[config.mk]
export PLATFORM = sky130hd
export DESIGN_NAME = pt_walk_top
export DESIGN_NICKNAME = d
export VERILOG_FILES = /design/src/logic/pt_walk_pkg.sv /design/src/logic/pte_fetch_if.sv /design/src/logic/pt_walk_ctrl.sv /design/src/logic/pte_fetch.sv /design/src/logic/pt_walk_top.sv
export VERILOG_INCLUDE_DIRS = /design/src /design/src/logic
export SDC_FILE = /design/constraint.sdc
export NUM_CORES = 1
export LEC_CHECK = 0
export BUFFER_PORTS_ARGS = -buffer_cell sky130_fd_sc_hd__buf_2
export CAP_MARGIN = 20
export CELL_PAD_IN_SITES_DETAIL_PLACEMENT = 1
export CELL_PAD_IN_SITES_GLOBAL_PLACEMENT = 1
export CORE_AREA = 2 2 279 281
export DETAILED_ROUTE_END_ITERATION = 16
export DIE_AREA = 0 0 281 283
export PLACE_DENSITY_LB_ADDON = 0.25
export SLEW_MARGIN = 20
export SYNTH_ARGS = -nofsm -noshare
export SYNTH_HDL_FRONTEND = slang
export SYNTH_SLANG_ARGS = --single-unit
[constraint.sdc]
create_clock -name clk -period 4.6 [get_ports clk]
set_input_delay 0.92 -clock clk [delete_from_list [all_inputs] [get_ports clk]]
set_output_delay 0.92 -clock clk [all_outputs]
set_load 0.005 [all_outputs]
[src/logic/pt_walk_config.svh]
// Width and count macros for the page table walker
// Levels, entry and line geometry, page and line address sizes
`ifndef PT_WALK_CONFIG_SVH
`define PT_WALK_CONFIG_SVH

// ========================================
// Table geometry
// ========================================

// Index bits per level, 512 entries in each table page
`define PT_IDX_WIDTH 9

// Levels of indirection in the table
`define PT_MAX_DEPTH 4

// Bits to hold a depth of 0 .. PT_MAX_DEPTH-1
`define PT_DEPTH_BITS 2

// Virtual page index is one index per level
`define PT_VA_PAGE_BITS (`PT_IDX_WIDTH * `PT_MAX_DEPTH)

// ========================================
// Memory lines and entries
// ========================================

// Memory line and entry widths
`define PT_LINE_BITS 512
`define PT_WORD_BITS 64

// Entries per line and the index bits that select one
`define PT_WORDS_PER_LINE (`PT_LINE_BITS / `PT_WORD_BITS)
`define PT_WORD_SEL_BITS 3

// Byte offset inside a 64 byte line
`define PT_LINE_BYTE_BITS 6

// Line address and the line bits inside a 4 KB page
`define PT_LINE_ADDR_BITS 42
`define PT_PAGE_OFFSET_BITS 6

// Physical 4 KB page index
`define PT_PA_PAGE_BITS 36

`endif

[src/logic/pt_walk_pkg.sv]
// Shared types of the page table walker
// Level indices, pages, line addresses, lines and the entry layout
`default_nettype none

`include "pt_walk_config.svh"

package pt_walk_pkg;

    // ========================================
    // Walk indices
    // ========================================

    // One level index into a table page
    typedef logic [`PT_IDX_WIDTH-1:0] t_pt_idx;

    // Current depth of a walk, 0 is the root
    typedef logic [`PT_DEPTH_BITS-1:0] t_pt_depth;

    // All level indices, root level in the top slot
    typedef t_pt_idx [`PT_MAX_DEPTH-1:0] t_pt_idx_vec;

    // ========================================
    // Addresses and data
    // ========================================

    typedef logic [`PT_VA_PAGE_BITS-1:0] t_va_page;
    typedef logic [`PT_PA_PAGE_BITS-1:0] t_pa_page;
    typedef logic [`PT_LINE_ADDR_BITS-1:0] t_line_addr;

    // A memory line seen as its entry words
    typedef logic [`PT_WORDS_PER_LINE-1:0][`PT_WORD_BITS-1:0] t_line;

    // Low status bits of an entry
    typedef struct packed
    {
        // No translation, also set in a blank all-ones entry
        logic error;
        // Entry holds the translation itself
        logic terminal;
    } t_pte_status;

    // Field view of an entry
    typedef struct packed
    {
        logic [`PT_WORD_BITS-`PT_LINE_ADDR_BITS-`PT_LINE_BYTE_BITS-1:0] upper;
        t_line_addr line_addr;
        logic [`PT_LINE_BYTE_BITS-$bits(t_pte_status)-1:0] spare;
        t_pte_status status;
    } t_pte_fields;

    // Entry word, raw as read or split into fields
    typedef union packed
    {
        logic [`PT_WORD_BITS-1:0] raw;
        t_pte_fields fields;
    } t_pte;

endpackage

`default_nettype wire

[src/logic/pte_fetch_if.sv]
// Fetch interface between the walk FSM and the entry fetch unit
`timescale 1ns/10ps
`default_nettype none

interface pte_fetch_if;

    import pt_walk_pkg::*;

    // ========================================
    // Request side, from the walk FSM
    // ========================================

    // Held high until the entry has come back
    logic fetch_req;
    // Table page of the current level
    t_pa_page fetch_page;
    // Index into that page
    t_pt_idx fetch_idx;

    // ========================================
    // Answer side, from the fetch unit
    // ========================================

    // One cycle pulse with the decoded entry
    logic fetch_done;
    t_pte_status fetch_status;
    // Page the entry points at
    t_pa_page fetch_next_page;

    modport ctrl
    (
        output fetch_req, fetch_page, fetch_idx,
        input  fetch_done, fetch_status, fetch_next_page
    );

    modport fetch
    (
        input  fetch_req, fetch_page, fetch_idx,
        output fetch_done, fetch_status, fetch_next_page
    );

endinterface

`default_nettype wire

[src/logic/pt_walk_ctrl.sv]
// Walk FSM of the page table walker
// Enable level, index vector and depth tracking, TLB fill and error flag
`timescale 1ns/10ps
`default_nettype none

`include "pt_walk_config.svh"

module pt_walk_ctrl
(
    input  logic clk,
    input  logic reset,

    // Configuration levels
    input  pt_walk_pkg::t_pa_page table_base,
    input  logic table_base_valid,
    input  logic mode_enable,

    // TLB miss request
    input  logic req_en,
    input  pt_walk_pkg::t_va_page req_va,
    output logic req_rdy,

    // TLB fill
    input  logic fill_rdy,
    output logic fill_en,
    output pt_walk_pkg::t_va_page fill_va,
    output pt_walk_pkg::t_pa_page fill_pa,
    output logic fill_big_page,

    // Status
    output logic not_present,
    output logic busy,

    // Entry fetch unit
    pte_fetch_if.ctrl fetch
);

    import pt_walk_pkg::*;

    typedef enum logic [2:0]
    {
        S_IDLE,
        S_FETCH,
        S_EVAL,
        S_DONE,
        S_ERROR
    } t_walk_state;

    t_walk_state state;

    // Both configuration levels, registered
    logic enabled;

    // Walk payload
    t_va_page walk_va;
    t_pt_idx_vec idx_vec;
    t_pt_depth depth;
    // Table page while walking, translated page once done
    t_pa_page cur_page;
    t_pte_status status_q;

    logic req_accept;
    logic at_last_level;
    logic walk_fail;
    logic walk_descend;

    // ========================================
    // Handshakes and decisions
    // ========================================

    // One walk at a time
    assign req_rdy = enabled && (state == S_IDLE);
    assign req_accept = req_en && req_rdy;
    assign busy = (state != S_IDLE);

    assign at_last_level = (depth == t_pt_depth'(`PT_MAX_DEPTH - 1));

    // Error bit, or no translation found at the deepest level
    assign walk_fail = status_q.error || (!status_q.terminal && at_last_level);
    assign walk_descend = !walk_fail && !status_q.terminal;

    // Current level's index sits in the top slot
    assign fetch.fetch_req = (state == S_FETCH);
    assign fetch.fetch_page = cur_page;
    assign fetch.fetch_idx = idx_vec[`PT_MAX_DEPTH-1];

    // ========================================
    // State transitions
    // ========================================

    always_ff @(posedge clk)
    begin
        if (reset)
        begin
            state <= S_IDLE;
            enabled <= 1'b0;
            not_present <= 1'b0;
        end
        else
        begin
            enabled <= table_base_valid && mode_enable;

            case (state)
                S_IDLE:
                begin
                    if (req_accept)
                    begin
                        state <= S_FETCH;
                    end
                end

                S_FETCH:
                begin
                    // Wait for the entry of this level
                    if (fetch.fetch_done)
                    begin
                        state <= S_EVAL;
                    end
                end

                S_EVAL:
                begin
                    if (walk_fail)
                    begin
                        state <= S_ERROR;
                    end
                    else if (status_q.terminal)
                    begin
                        state <= S_DONE;
                    end
                    else
                    begin
                        state <= S_FETCH;
                    end
                end

                S_DONE:
                begin
                    // Outputs hold until the TLB takes them
                    if (fill_en)
                    begin
                        state <= S_IDLE;
                    end
                end

                S_ERROR:
                begin
                    // Stuck here, flag stays up until reset
                    not_present <= 1'b1;
                end

                default:
                begin
                    state <= S_IDLE;
                end
            endcase
        end
    end

    // ========================================
    // Walk payload
    // ========================================

    always_ff @(posedge clk)
    begin
        // New walk always starts at the root
        if (req_accept)
        begin
            walk_va <= req_va;
            idx_vec <= t_pt_idx_vec'(req_va);
            depth <= '0;
            cur_page <= table_base;
        end

        // Entry arrived, keep its status and the page it points at
        if ((state == S_FETCH) && fetch.fetch_done)
        begin
            status_q <= fetch.fetch_status;
            cur_page <= fetch.fetch_next_page;
        end

        // Move down one level
        if ((state == S_EVAL) && walk_descend)
        begin
            depth <= depth + t_pt_depth'(1);
            for (int i = `PT_MAX_DEPTH - 1; i > 0; i--)
            begin
                idx_vec[i] <= idx_vec[i-1];
            end
            idx_vec[0] <= '0;
        end
    end

    // ========================================
    // TLB fill
    // ========================================

    assign fill_en = (state == S_DONE) && fill_rdy;
    assign fill_va = walk_va;
    assign fill_pa = cur_page;
    // Anything that ends above the last level maps a big page
    assign fill_big_page = !at_last_level;

endmodule

`default_nettype wire

[src/logic/pte_fetch.sv]
// Entry fetch unit of the page table walker
// Line read issue, registered response, word select and entry decode
`timescale 1ns/10ps
`default_nettype none

`include "pt_walk_config.svh"

module pte_fetch
(
    input  logic clk,
    input  logic reset,

    // Line read request
    input  logic read_rdy,
    output logic read_en,
    output pt_walk_pkg::t_line_addr read_addr,

    // Line read response
    input  logic read_data_en,
    input  pt_walk_pkg::t_line read_data,

    // Walk FSM side
    pte_fetch_if.fetch fetch
);

    import pt_walk_pkg::*;

    typedef enum logic [1:0]
    {
        F_IDLE,
        F_READ,
        F_WAIT
    } t_fetch_state;

    t_fetch_state state;

    // Response register stage
    logic rsp_en_q;
    t_line rsp_line_q;

    // Entry picked from the line
    logic [`PT_WORD_SEL_BITS-1:0] word_sel;
    t_pte pte;

    // ========================================
    // Read request
    // ========================================

    // Line inside the page from the high index bits
    assign read_addr = {fetch.fetch_page,
                        fetch.fetch_idx[`PT_IDX_WIDTH-1 -: `PT_PAGE_OFFSET_BITS]};

    // Fires only while memory can take it
    assign read_en = (state == F_READ) && read_rdy;

    always_ff @(posedge clk)
    begin
        if (reset)
        begin
            state <= F_IDLE;
        end
        else
        begin
            case (state)
                F_IDLE:
                begin
                    // Request level drops right after each answer
                    if (fetch.fetch_req)
                    begin
                        state <= F_READ;
                    end
                end

                F_READ:
                begin
                    if (read_en)
                    begin
                        state <= F_WAIT;
                    end
                end

                F_WAIT:
                begin
                    if (fetch.fetch_done)
                    begin
                        state <= F_IDLE;
                    end
                end

                default:
                begin
                    state <= F_IDLE;
                end
            endcase
        end
    end

    // ========================================
    // Response stage
    // ========================================

    always_ff @(posedge clk)
    begin
        if (reset)
        begin
            rsp_en_q <= 1'b0;
        end
        else
        begin
            rsp_en_q <= read_data_en;
        end
        rsp_line_q <= read_data;
    end

    // Low index bits pick the entry inside the line
    assign word_sel = fetch.fetch_idx[`PT_WORD_SEL_BITS-1:0];
    assign pte.raw = rsp_line_q[word_sel];

    assign fetch.fetch_done = rsp_en_q && (state == F_WAIT);
    assign fetch.fetch_status = pte.fields.status;
    // Page is the pointed line address without its in-page bits
    assign fetch.fetch_next_page =
        pte.fields.line_addr[`PT_LINE_ADDR_BITS-1 -: `PT_PA_PAGE_BITS];

endmodule

`default_nettype wire

[src/logic/pt_walk_top.sv]
// Top level of the page table walker
// Joins the walk FSM and the entry fetch unit through the fetch interface
`timescale 1ns/10ps
`default_nettype none

module pt_walk_top
(
    input  logic clk,
    input  logic reset,

    // Configuration levels
    input  pt_walk_pkg::t_pa_page table_base,
    input  logic table_base_valid,
    input  logic mode_enable,

    // TLB miss request
    input  logic req_en,
    input  pt_walk_pkg::t_va_page req_va,
    output logic req_rdy,

    // Line read request
    input  logic read_rdy,
    output logic read_en,
    output pt_walk_pkg::t_line_addr read_addr,

    // Line read response
    input  logic read_data_en,
    input  pt_walk_pkg::t_line read_data,

    // TLB fill
    input  logic fill_rdy,
    output logic fill_en,
    output pt_walk_pkg::t_va_page fill_va,
    output pt_walk_pkg::t_pa_page fill_pa,
    output logic fill_big_page,

    // Status
    output logic not_present,
    output logic busy
);

    // FSM to fetch unit, one entry request at a time
    pte_fetch_if fetch_bus();

    pt_walk_ctrl i_ctrl
    (
        .clk              (clk),
        .reset            (reset),
        .table_base       (table_base),
        .table_base_valid (table_base_valid),
        .mode_enable      (mode_enable),
        .req_en           (req_en),
        .req_va           (req_va),
        .req_rdy          (req_rdy),
        .fill_rdy         (fill_rdy),
        .fill_en          (fill_en),
        .fill_va          (fill_va),
        .fill_pa          (fill_pa),
        .fill_big_page    (fill_big_page),
        .not_present      (not_present),
        .busy             (busy),
        .fetch            (fetch_bus.ctrl)
    );

    pte_fetch i_fetch
    (
        .clk          (clk),
        .reset        (reset),
        .read_rdy     (read_rdy),
        .read_en      (read_en),
        .read_addr    (read_addr),
        .read_data_en (read_data_en),
        .read_data    (read_data),
        .fetch        (fetch_bus.fetch)
    );

endmodule

`default_nettype wire

==> reports/metrics.csv, run 1 <==
stage,metric,value,unit
synthesis,synth_area_per_cell,14.31,sq um
pwr,p_int,6.461,mW
timing,slew_viol_final,0,
drt,ant_nets,0,
cts,htree_levels,2,
timing,fin_crit,2.793,ns
layout,stdcell_count,2498,
timing,relSlewSlack,0.3509,
grt,gr-total-overflow,0,
floorplanning,num_rows,102,
floorplanning,initial_core_util,0.1748,
setup_path,worst_setup_path_start_kind,flop,
timing,tns,0,ns
synthesis,synth-seq-cells,424,
setup_path,crit_arrival,3.11,ns
layout,final_common_cell,buf_2,
synthesis,yosys_most_used_dff,dfxtp_1,
layout,drive_gt1_frac,0.4241,
min_path,min_path_type,in -> reg,
drt,num_vias,9206,
cts,clockBufferDepth,3,
setup_path,slowest_delay,0.81,ns
floorplanning,die_y,283,um
synthesis,synth_area_leaders,"dfxtp_1, edfxtp_1, mux2i_1",
min_path,hold_end,i_fetch.rsp_line_q[332],
setup_path,cp_max_fo,18,
pwr,pwr-share-comb,0.039,
cts,cts_buffers,49,
place,placed_cells,2403,
pwr,power.density,448.8,nW/um^2
run_status,status,completed,
synthesis,postSynth.asyncResetShare,0,
setup_path,r2r_start,i_ctrl.fetch.fetch_idx[0],
drt,wl_per_cell,19.28,um
timing,clock.fmax,0.3581,GHz
pwr,p_leak,7.789,nW
synthesis,synth_area,13410,sq um
pwr,swShare,0.2157,
cts,cts.sinks,424,
floorplanning,dieArea,79520,sq um
cts,clk_latency,0.58,ns
layout,layout.nets,2007,
cts,clk_pin_slew,0.06,ns
timing,finalCritPeriodShare,0.6071,
cts,postCtsSetupRepairBufs,0,
place,gp_congestion,0.7280,
setup_path,path_class,reg -> reg,
cts,cts_tree,built,
place,dpl_cell_area,16730,sq um
cts,cts_hold_buf,0,
timing,setup_slack,1.807,ns
cts,cts.repair.resized,0,
floorplanning,fp.dieW,281,um
run,drv_cap,0,
grt,grt_pass1_wl,67890,um
min_path,hold_start,read_data[332],
pwr,p_seq_frac,0.492,
grt,grt_antenna_before_repair,24,
timing,worst_pin_slew,0.9722,ns
setup_path,crit_slowest_cell,and2_2,
synthesis,synth_cell_types,35,
drt,detail_route.iter0.violations,317,
setup_path,rrSetupSlack,1.81,ns
setup_path,crit_required,4.91,ns
place,dpl_worst_slack,1.684,ns
synthesis,synth_top_area_share,0.4793,
grt,grtUsageTotal,0.1169,
timing,finalHoldViolCount,0,
setup_path,worstRegToRegCells,5,
grt,grt_pass1_vias,10100,
timing,rsz0062_at_grt,no,
synthesis,ys_seq_area_frac,0.7100,
pwr,p_sw,1.777,mW
layout,area_delta_synth_final,36.91,%
place,io_buffer_count,503,
floorplanning,fp.coreArea,76700,sq um
synthesis,synth_cells,937,
floorplanning,io_pins,712,
setup_path,cp_cell_sequence,and2_2 > buf_4 > a22oi_1 > nand3_1 > nand2_1,
drt,dr.pass1.iters,4,
timing,finalSetupViolCount,0,
layout,layout_common_cells,"buf_2, dfxtp_1, mux2i_1",
layout,design_area,18360,sq um
grt,grt_max_degree,77,
synthesis,yosysWarnings,0,
timing,finClkSkew,0.01515,ns
synthesis,syn_nets,1530,
drt,drcViolationCount,0,
drt,via_per_inst,3.685,
synthesis,synth_top_area_cell,dfxtp_1,
place,hpwl,34650,um
pwr,peakVddDrop,0.0002334,V
min_path,holdPathStages,1,
timing,fin_hold_ws,0.4366,ns
synthesis,synth_edf_count,103,
setup_path,endpoint_kind,flop,
setup_path,r2r-end,i_ctrl.fetch.fetch_page[0],
cts,clockRootBuffer,clkbuf_16,
drt,wirelength,48170,um
pwr,clkPwrFrac,0.469,
[critical path: cells and delay by family, from the launching register on]
kind                   cells  cell delay, ns
flip-flops                 1            0.79
buffers and inverters      1            0.42
AO/OA/AOI/OAI              1            0.14
AND/OR/NAND/NOR            3            1.17
[metal layers]
metal | vias up | share of wire | track usage
met3 | 93 | 0.086 | 0.04362
met2 | 359 | 0.46 | 0.1921
met4 | 32 | 0.022 | 0.03249
met5 | - | 0.0044 | 0
met1 | 4439 | 0.43 | 0.1423
li1 | 4283 | - | -
[state kept, by name (all words and copies together) (netlist names)]
signal                   count
i_ctrl.fill_va              36
i_ctrl.status_q              2
i_fetch.state                2
i_ctrl.fetch.fetch_idx       9
i_ctrl.depth                 2
i_ctrl.not_present           1
i_ctrl.state                 3
i_fetch.rsp_line_q         304
i_ctrl.enabled               1
i_ctrl.idx_vec              27
i_ctrl.fetch.fetch_page     36
i_fetch.rsp_en_q             1
[power by group through the flow]
stage / registers (mW) / clock network, mW / logic, mW
final: 4.05 / 3.86 / 0.324
after global routing: 4.07 / 4.16 / 0.364
after CTS: 4.05 / 4.00 / 0.337
after detailed placement: 4.13 / 0 / 0.335
after global placement: 4.13 / 0 / 0.331
after floorplan: 4.11 / 0 / 0.116
[worst max-delay path by stage]
stage                     slack (ns)  depth (start not counted)                      start                          to
final                           1.81                          5  i_ctrl.fetch.fetch_idx[0]  i_ctrl.fetch.fetch_page[0]
after global routing            1.63                          5  i_ctrl.fetch.fetch_idx[0]  i_ctrl.fetch.fetch_page[0]
after CTS                       1.67                          5  i_ctrl.fetch.fetch_idx[0]  i_ctrl.fetch.fetch_page[0]
after detailed placement        1.68                          5  i_ctrl.fetch.fetch_idx[0]  i_ctrl.fetch.fetch_page[0]
after global placement          1.67                          5  i_ctrl.fetch.fetch_idx[0]  i_ctrl.fetch.fetch_page[0]
after floorplan                 0.58                          2                     req_en  i_ctrl.fetch.fetch_page[0]
[kinds of logic after synthesis]
| group | after synthesis | share of synthesized area |
|---|---|---|
| buffers and inverters | 97 | 0.05207 |
| AOI/OAI and AO/OA | 117 | 0.06822 |
| muxes | 151 | 0.1166 |
| adders and majority gates | 1 | 0.0009330 |
| and+or+nand+nor | 147 | 0.05217 |
| DFF | 424 | 0.7100 |
[cell usage after synthesis (2+ instances only)]
library cell  number
buf_6             13
inv_1              3
nand2_1           76
and3b_1            2
a22oi_1           72
buf_4             51
nor3b_1            3
nor2_1            11
mux4_2             4
mux2_2             2
edfxtp_1         103
and3_4             2
nor2b_1            7
o21ai_0            3
mux2i_1          145
and2_1             3
a21oi_1            2
buf_2             27
nand3_1           37
dfxtp_1          321
a22o_1            36
[final cells by class]
type | instances | area, sq um
Fill cell | 8600 | 58340
Sequential cell | 424 | 9519
Multi-Input combinational cell | 416 | 3236
Timing Repair Buffer | 519 | 2663
Clock buffer | 74 | 1484
Tap cell | 1040 | 1301
Clock inverter | 18 | 131.4
Inverter | 4 | 15.01
Antenna cell | 3 | 7.507
[metrics by stage]
step                utilization  power, mW
finish                   0.2393      8.238
global route             0.2392      8.588
CTS                      0.2392      8.395
detailed placement       0.2182      4.468
global placement         0.2182      4.458
floorplan                     -      4.225
(Power assumes the default switching activity.)
==> run 2, diff against run 1 <==
==> constraint.sdc (replaced) <==
create_clock -name clk -period 2.34 [get_ports clk]
set_input_delay 0.468 -clock clk [delete_from_list [all_inputs] [get_ports clk]]
set_output_delay 0.468 -clock clk [all_outputs]
set_load 0.005 [all_outputs]
==> reports/metrics.csv, run 2 (synthesized netlist as in run 1, its figures left out) <==
stage,metric,value,unit
run_status,status,completed,
setup_path,endpoint_kind,output port,
floorplanning,initial_core_util,0.1748,
setup_path,critPathCapture,fill_en,
timing,finalCritPeriodShare,0.8975,
timing,rsz0062_at_grt,no,
timing,finalHoldViolCount,0,
timing,fin_crit,2.100,ns
drt,num_vias,10250,
grt,grtUsageTotal,0.1241,
cts,clockRootBuffer,clkbuf_16,
pwr,p_leak,9.129,nW
timing,clock.fmax,0.4761,GHz
place,hpwl,36000,um
setup_path,worstRegToRegCells,6,
layout,top_register,i_fetch.rsp_line_q,
cts,postCtsSetupRepairBufs,0,
floorplanning,die_y,283,um
cts,htree_levels,2,
floorplanning,dieArea,79520,sq um
layout,layout.nets,2328,
min_path,min_path_type,in -> reg,
setup_path,cp_max_fo,11,
layout,finish.utilization,0.2815,
drt,wirelength,50540,um
layout,final_common_cell,buf_2,
setup_path,critPathBufInv,1,
floorplanning,num_rows,102,
setup_path,slowest_delay,0.44,ns
setup_path,cp_cell_sequence,nor2b_1 > and3_1 > buf_2,
grt,grt_antenna_before_repair,12,
timing,worst_pin_slew,0.4415,ns
grt,grt_max_degree,73,
setup_path,r2r-end,i_ctrl.fetch.fetch_page[2],
place,io_buffer_count,503,
pwr,peakVddDrop,0.0004695,V
setup_path,crit_slowest_cell,dfxtp_2,
setup_path,rrSetupSlack,0.38,ns
cts,clockBufferDepth,3,
drt,dr.pass1.iters,4,
drt,wl_per_cell,17.94,um
floorplanning,io_pins,712,
layout,drive_gt1_frac,0.3523,
setup_path,crit_family,simple AND/OR/NAND/NOR gates,
setup_path,crit_arrival,1.63,ns
setup_path,r2r_start,i_ctrl.fetch.fetch_idx[0],
layout,largest_register_ff_count,304,
cts,clk_latency,0.58,ns
setup_path,worst_setup_path_start_kind,flop,
timing,slew_viol_final,0,
grt,grt_pass1_wl,73390,um
timing,finClkSkew,0.01445,ns
grt,gr-total-overflow,0,
timing,relSlewSlack,0.7056,
cts,cts_tree,built,
drt,ant_nets,0,
layout,area_delta_synth_final,61.03,%
cts,cts_buffers,49,
drt,detail_route.iter0.violations,360,
grt,grt_pass1_vias,11570,
drt,drcViolationCount,0,
setup_path,path_class,reg -> out,
layout,layout_common_cells,"buf_2, dfxtp_1, dlygate4sd3_1",
pwr,power.density,758.5,nW/um^2
cts,clk_pin_slew,0.05,ns
setup_path,startpoint,i_ctrl.state[1],
setup_path,crit_required,1.87,ns
timing,finalSetupViolCount,0,
cts,cts.sinks,424,
setup_path,critical_path_depth,3,
floorplanning,fp.dieW,281,um
timing,tns,0,ns
run,drv_cap,0,
floorplanning,fp.coreArea,76700,sq um
drt,via_per_inst,3.640,
place,gp_congestion,0.7335,
## run 2: cell count changes in the layout (fill, tap and decap cells not counted), moves of 4 or more
cell           change
clkbuf_1           +9
buf_4              +7
clkbuf_8           -7
dlygate4sd3_1    +302
buf_12            +12
clkinv_2           -4
## run 2: power breakdown
part	switching (mW)	total (mW)	internal, mW
Clock	3.06	7.34	4.28
Sequential	0.119	7.96	7.85
Combinational	0.366	1.07	0.706
Total	3.55	16.4	12.8
## run 2: routing by layer
metal,track usage,vias up,share of wire
li1,-,4923,-
met1,0.1542,4862,0.43
met2,0.2093,382,0.47
met3,0.03818,73,0.076
met4,0.02821,14,0.018
met5,0,-,0.0018
## run 2: repair_timing
| action | in CTS | in global routing |
|---|---|---|
| hold buffers | 302 | 0 |
| gates resized for setup | 0 | 1 |
| endpoints found under the setup margin | 0 | 1 |
| hold endpoints to repair | 302 | 0 |
## run 2: final cells by class
cell class              count  area, sq um
diodes                      3        7.507
well taps                1040         1301
clock buffers              75         1416
multi-input cells         416         3236
inverters                   4        15.01
flip-flops and latches    424         9520
clock inverters            15        116.4
fillers                  8553        55110
repair buffers            840         5978
## run 2: how the worst min path moves through the flow
| stage | startpoint | to | depth (start not counted) |
|---|---|---|---|
| after floorplan | i_fetch.state[1] | i_fetch.state[0] | 1 |
| after global placement | i_fetch.state[1] | i_fetch.state[0] | 1 |
| after detailed placement | i_ctrl.not_present | i_ctrl.not_present | 2 |
| after CTS | read_data[422] | i_fetch.rsp_line_q[422] | 1 |
| after global routing | read_data[422] | i_fetch.rsp_line_q[422] | 1 |
| final | read_data[422] | i_fetch.rsp_line_q[422] | 1 |
## run 2: metrics by stage
| step | power (mW) | area (sq um) | setup slack (ns) | instances | hold WS [ns] |
|---|---|---|---|---|---|
| 2_1_floorplan | 8.306 | 13410 | 0.2499 | 937 | 0.4196 |
| 3_3_place_gp | 8.775 | 17030 | 0.3098 | 2422 | 0.4299 |
| 3_5_place_dp | 8.795 | 17030 | 0.3042 | 2422 | 0.4581 |
| 4_1_cts | 16.70 | 21580 | 0.01167 | 2814 | 0.007301 |
| 5_1_grt | 17.12 | 21590 | 0.06661 | 2815 | 0.01114 |
| 6_report | 16.38 | 21590 | 0.2397 | 2817 | 0.05034 |
==> run 3, diff against run 2 <==
--- a/config.mk
+++ b/config.mk
@@ -10,11 +10,10 @@
 export CAP_MARGIN = 20
 export CELL_PAD_IN_SITES_DETAIL_PLACEMENT = 1
 export CELL_PAD_IN_SITES_GLOBAL_PLACEMENT = 1
-export CORE_AREA = 2 2 279 281
+export CORE_AREA = 2 2 275 277
 export DETAILED_ROUTE_END_ITERATION = 16
-export DIE_AREA = 0 0 281 283
+export DIE_AREA = 0 0 277 279
 export PLACE_DENSITY_LB_ADDON = 0.25
-export SLEW_MARGIN = 20
 export SYNTH_ARGS = -nofsm -noshare
 export SYNTH_HDL_FRONTEND = slang
 export SYNTH_SLANG_ARGS = --single-unit
==> reports/metrics.csv, run 3 (synthesized netlist as in run 1, its figures left out) <==
stage,metric,value,unit
run_status,status,completed,
pwr,power.density,782.1,nW/um^2
setup_path,rrSetupSlack,0.42,ns
floorplanning,num_rows,100,
setup_path,critPathCapture,busy,
floorplanning,io_pins,712,
min_path,min_path_type,in -> reg,
drt,drcViolationCount,0,
place,io_buffer_count,503,
setup_path,crit_arrival,1.63,ns
timing,tns,0,ns
pwr,peakVddDrop,0.0005015,V
drt,detail_route.iter0.violations,353,
drt,ant_nets,0,
floorplanning,fp.coreArea,74070,sq um
grt,grt_pass1_vias,11830,
grt,grt_pass1_wl,74850,um
cts,clockRootBuffer,clkbuf_16,
pwr,p_leak,9.154,nW
layout,top_register,i_fetch.rsp_line_q,
setup_path,startpoint,i_ctrl.state[0],
grt,grtUsageTotal,0.1288,
min_path,holdPathStages,1,
timing,fin_crit,2.099,ns
setup_path,path_class,reg -> out,
floorplanning,die_y,279,um
layout,final_common_cell,buf_2,
layout,largest_register_ff_count,304,
timing,slew_viol_final,0,
layout,stdcell_count,2748,
place,gp_congestion,0.7553,
cts,postCtsSetupRepairBufs,0,
grt,grt_antenna_before_repair,11,
cts,clockBufferDepth,3,
timing,clock.fmax,0.4763,GHz
timing,finalSetupViolCount,0,
layout,layout_common_cells,"buf_2, dfxtp_1, dlygate4sd3_1",
setup_path,worst_setup_path_start_kind,flop,
floorplanning,initial_core_util,0.1810,
setup_path,r2r_start,i_ctrl.fetch.fetch_idx[0],
place,placed_cells,2346,
layout,layout.nets,2325,
drt,dr.pass1.iters,4,
cts,htree_levels,2,
setup_path,cp_max_fo,11,
setup_path,crit_required,1.87,ns
place,hpwl,35740,um
timing,finClkSkew,0.01803,ns
cts,cts_buffers,49,
cts,clk_latency,0.58,ns
setup_path,worstRegToRegCells,5,
timing,finalHoldViolCount,0,
run,drv_cap,0,
drt,wl_per_cell,18.44,um
floorplanning,dieArea,77280,sq um
timing,finalCritPeriodShare,0.8972,
drt,via_per_inst,3.759,
timing,rsz0062_at_grt,no,
cts,cts_tree,built,
grt,grt_max_degree,58,
setup_path,endpoint_kind,output port,
drt,num_vias,10330,
cts,cts.sinks,424,
timing,worst_pin_slew,0.4786,ns
grt,gr-total-overflow,0,
layout,drive_gt1_frac,0.3555,
floorplanning,fp.dieW,277,um
layout,area_delta_synth_final,60.57,%
layout,nFillCells,8214,
setup_path,r2r-end,i_ctrl.fetch.fetch_page[3],
drt,wirelength,50690,um
layout,finish.utilization,0.2907,
timing,relSlewSlack,0.6805,
cts,clk_pin_slew,0.06,ns
[run 3: what timing repair did]
action                                  in CTS  in global routing
gates resized for setup                      0                  1
hold buffers                               304                  0
hold endpoints to repair                   304                  0
endpoints found under the setup margin       0                  1
[run 3: per-stage QoR]
step	power (mW)	area, sq um	worst slack [ns]	hold slack [ns]
floorplan	8.306	13410	0.2499	0.4196
global placement	8.773	16820	0.2973	0.4329
detailed placement	8.795	16820	0.3075	0.4641
CTS	17.21	21510	0.07497	0.02743
global route	17.59	21510	0.1355	0.03892
finish	16.84	21530	0.2406	0.07886
[run 3: power by group]
group	total, mW	switching, mW	internal (mW)
sequential	7.97	0.128	7.85
clock	7.80	3.15	4.64
combinational	1.07	0.365	0.705
total	16.8	3.64	13.2
[run 3: layout make-up]
class                   instances  area, sq um  area share
clock inverters                23        241.5     0.01122
multi-input cells             416         3236      0.1503
repair buffers                837         5886      0.2734
well taps                     969         1212     0.05631
diodes                          7        17.52   0.0008136
flip-flops and latches        424         9520      0.4422
clock buffers                  68         1401     0.06509
inverters                       4        15.01   0.0006974
[run 3: how the worst min path moves through the flow]
stage	startpoint	end	slack, ns
6_report	req_va[22]	i_ctrl.fill_va[22]	0.08
3_3_place_gp	i_fetch.state[1]	i_fetch.state[0]	0.43
5_1_grt	req_va[22]	i_ctrl.fill_va[22]	0.04
4_1_cts	req_va[22]	i_ctrl.fill_va[22]	0.03
3_5_place_dp	i_ctrl.idx_vec[2]	i_ctrl.idx_vec[2]	0.46
2_1_floorplan	i_fetch.state[1]	i_fetch.state[0]	0.42
[run 3: critical path, cell delays in order (launching register included)]
cell and delay [ns]:
dfxtp_1 0.62, nor3_4 0.10, inv_1 0.18, buf_2 0.16
[run 3: routing by layer]
| layer | vias to the layer above | track usage | share of wire |
|---|---|---|---|
| met1 | 4943 | 0.1573 | 0.42 |
| li1 | 4932 | - | - |
| met3 | 83 | 0.03657 | 0.069 |
| met2 | 365 | 0.2195 | 0.48 |
| met5 | - | 0 | 0.00087 |
| met4 | 6 | 0.03888 | 0.026 |
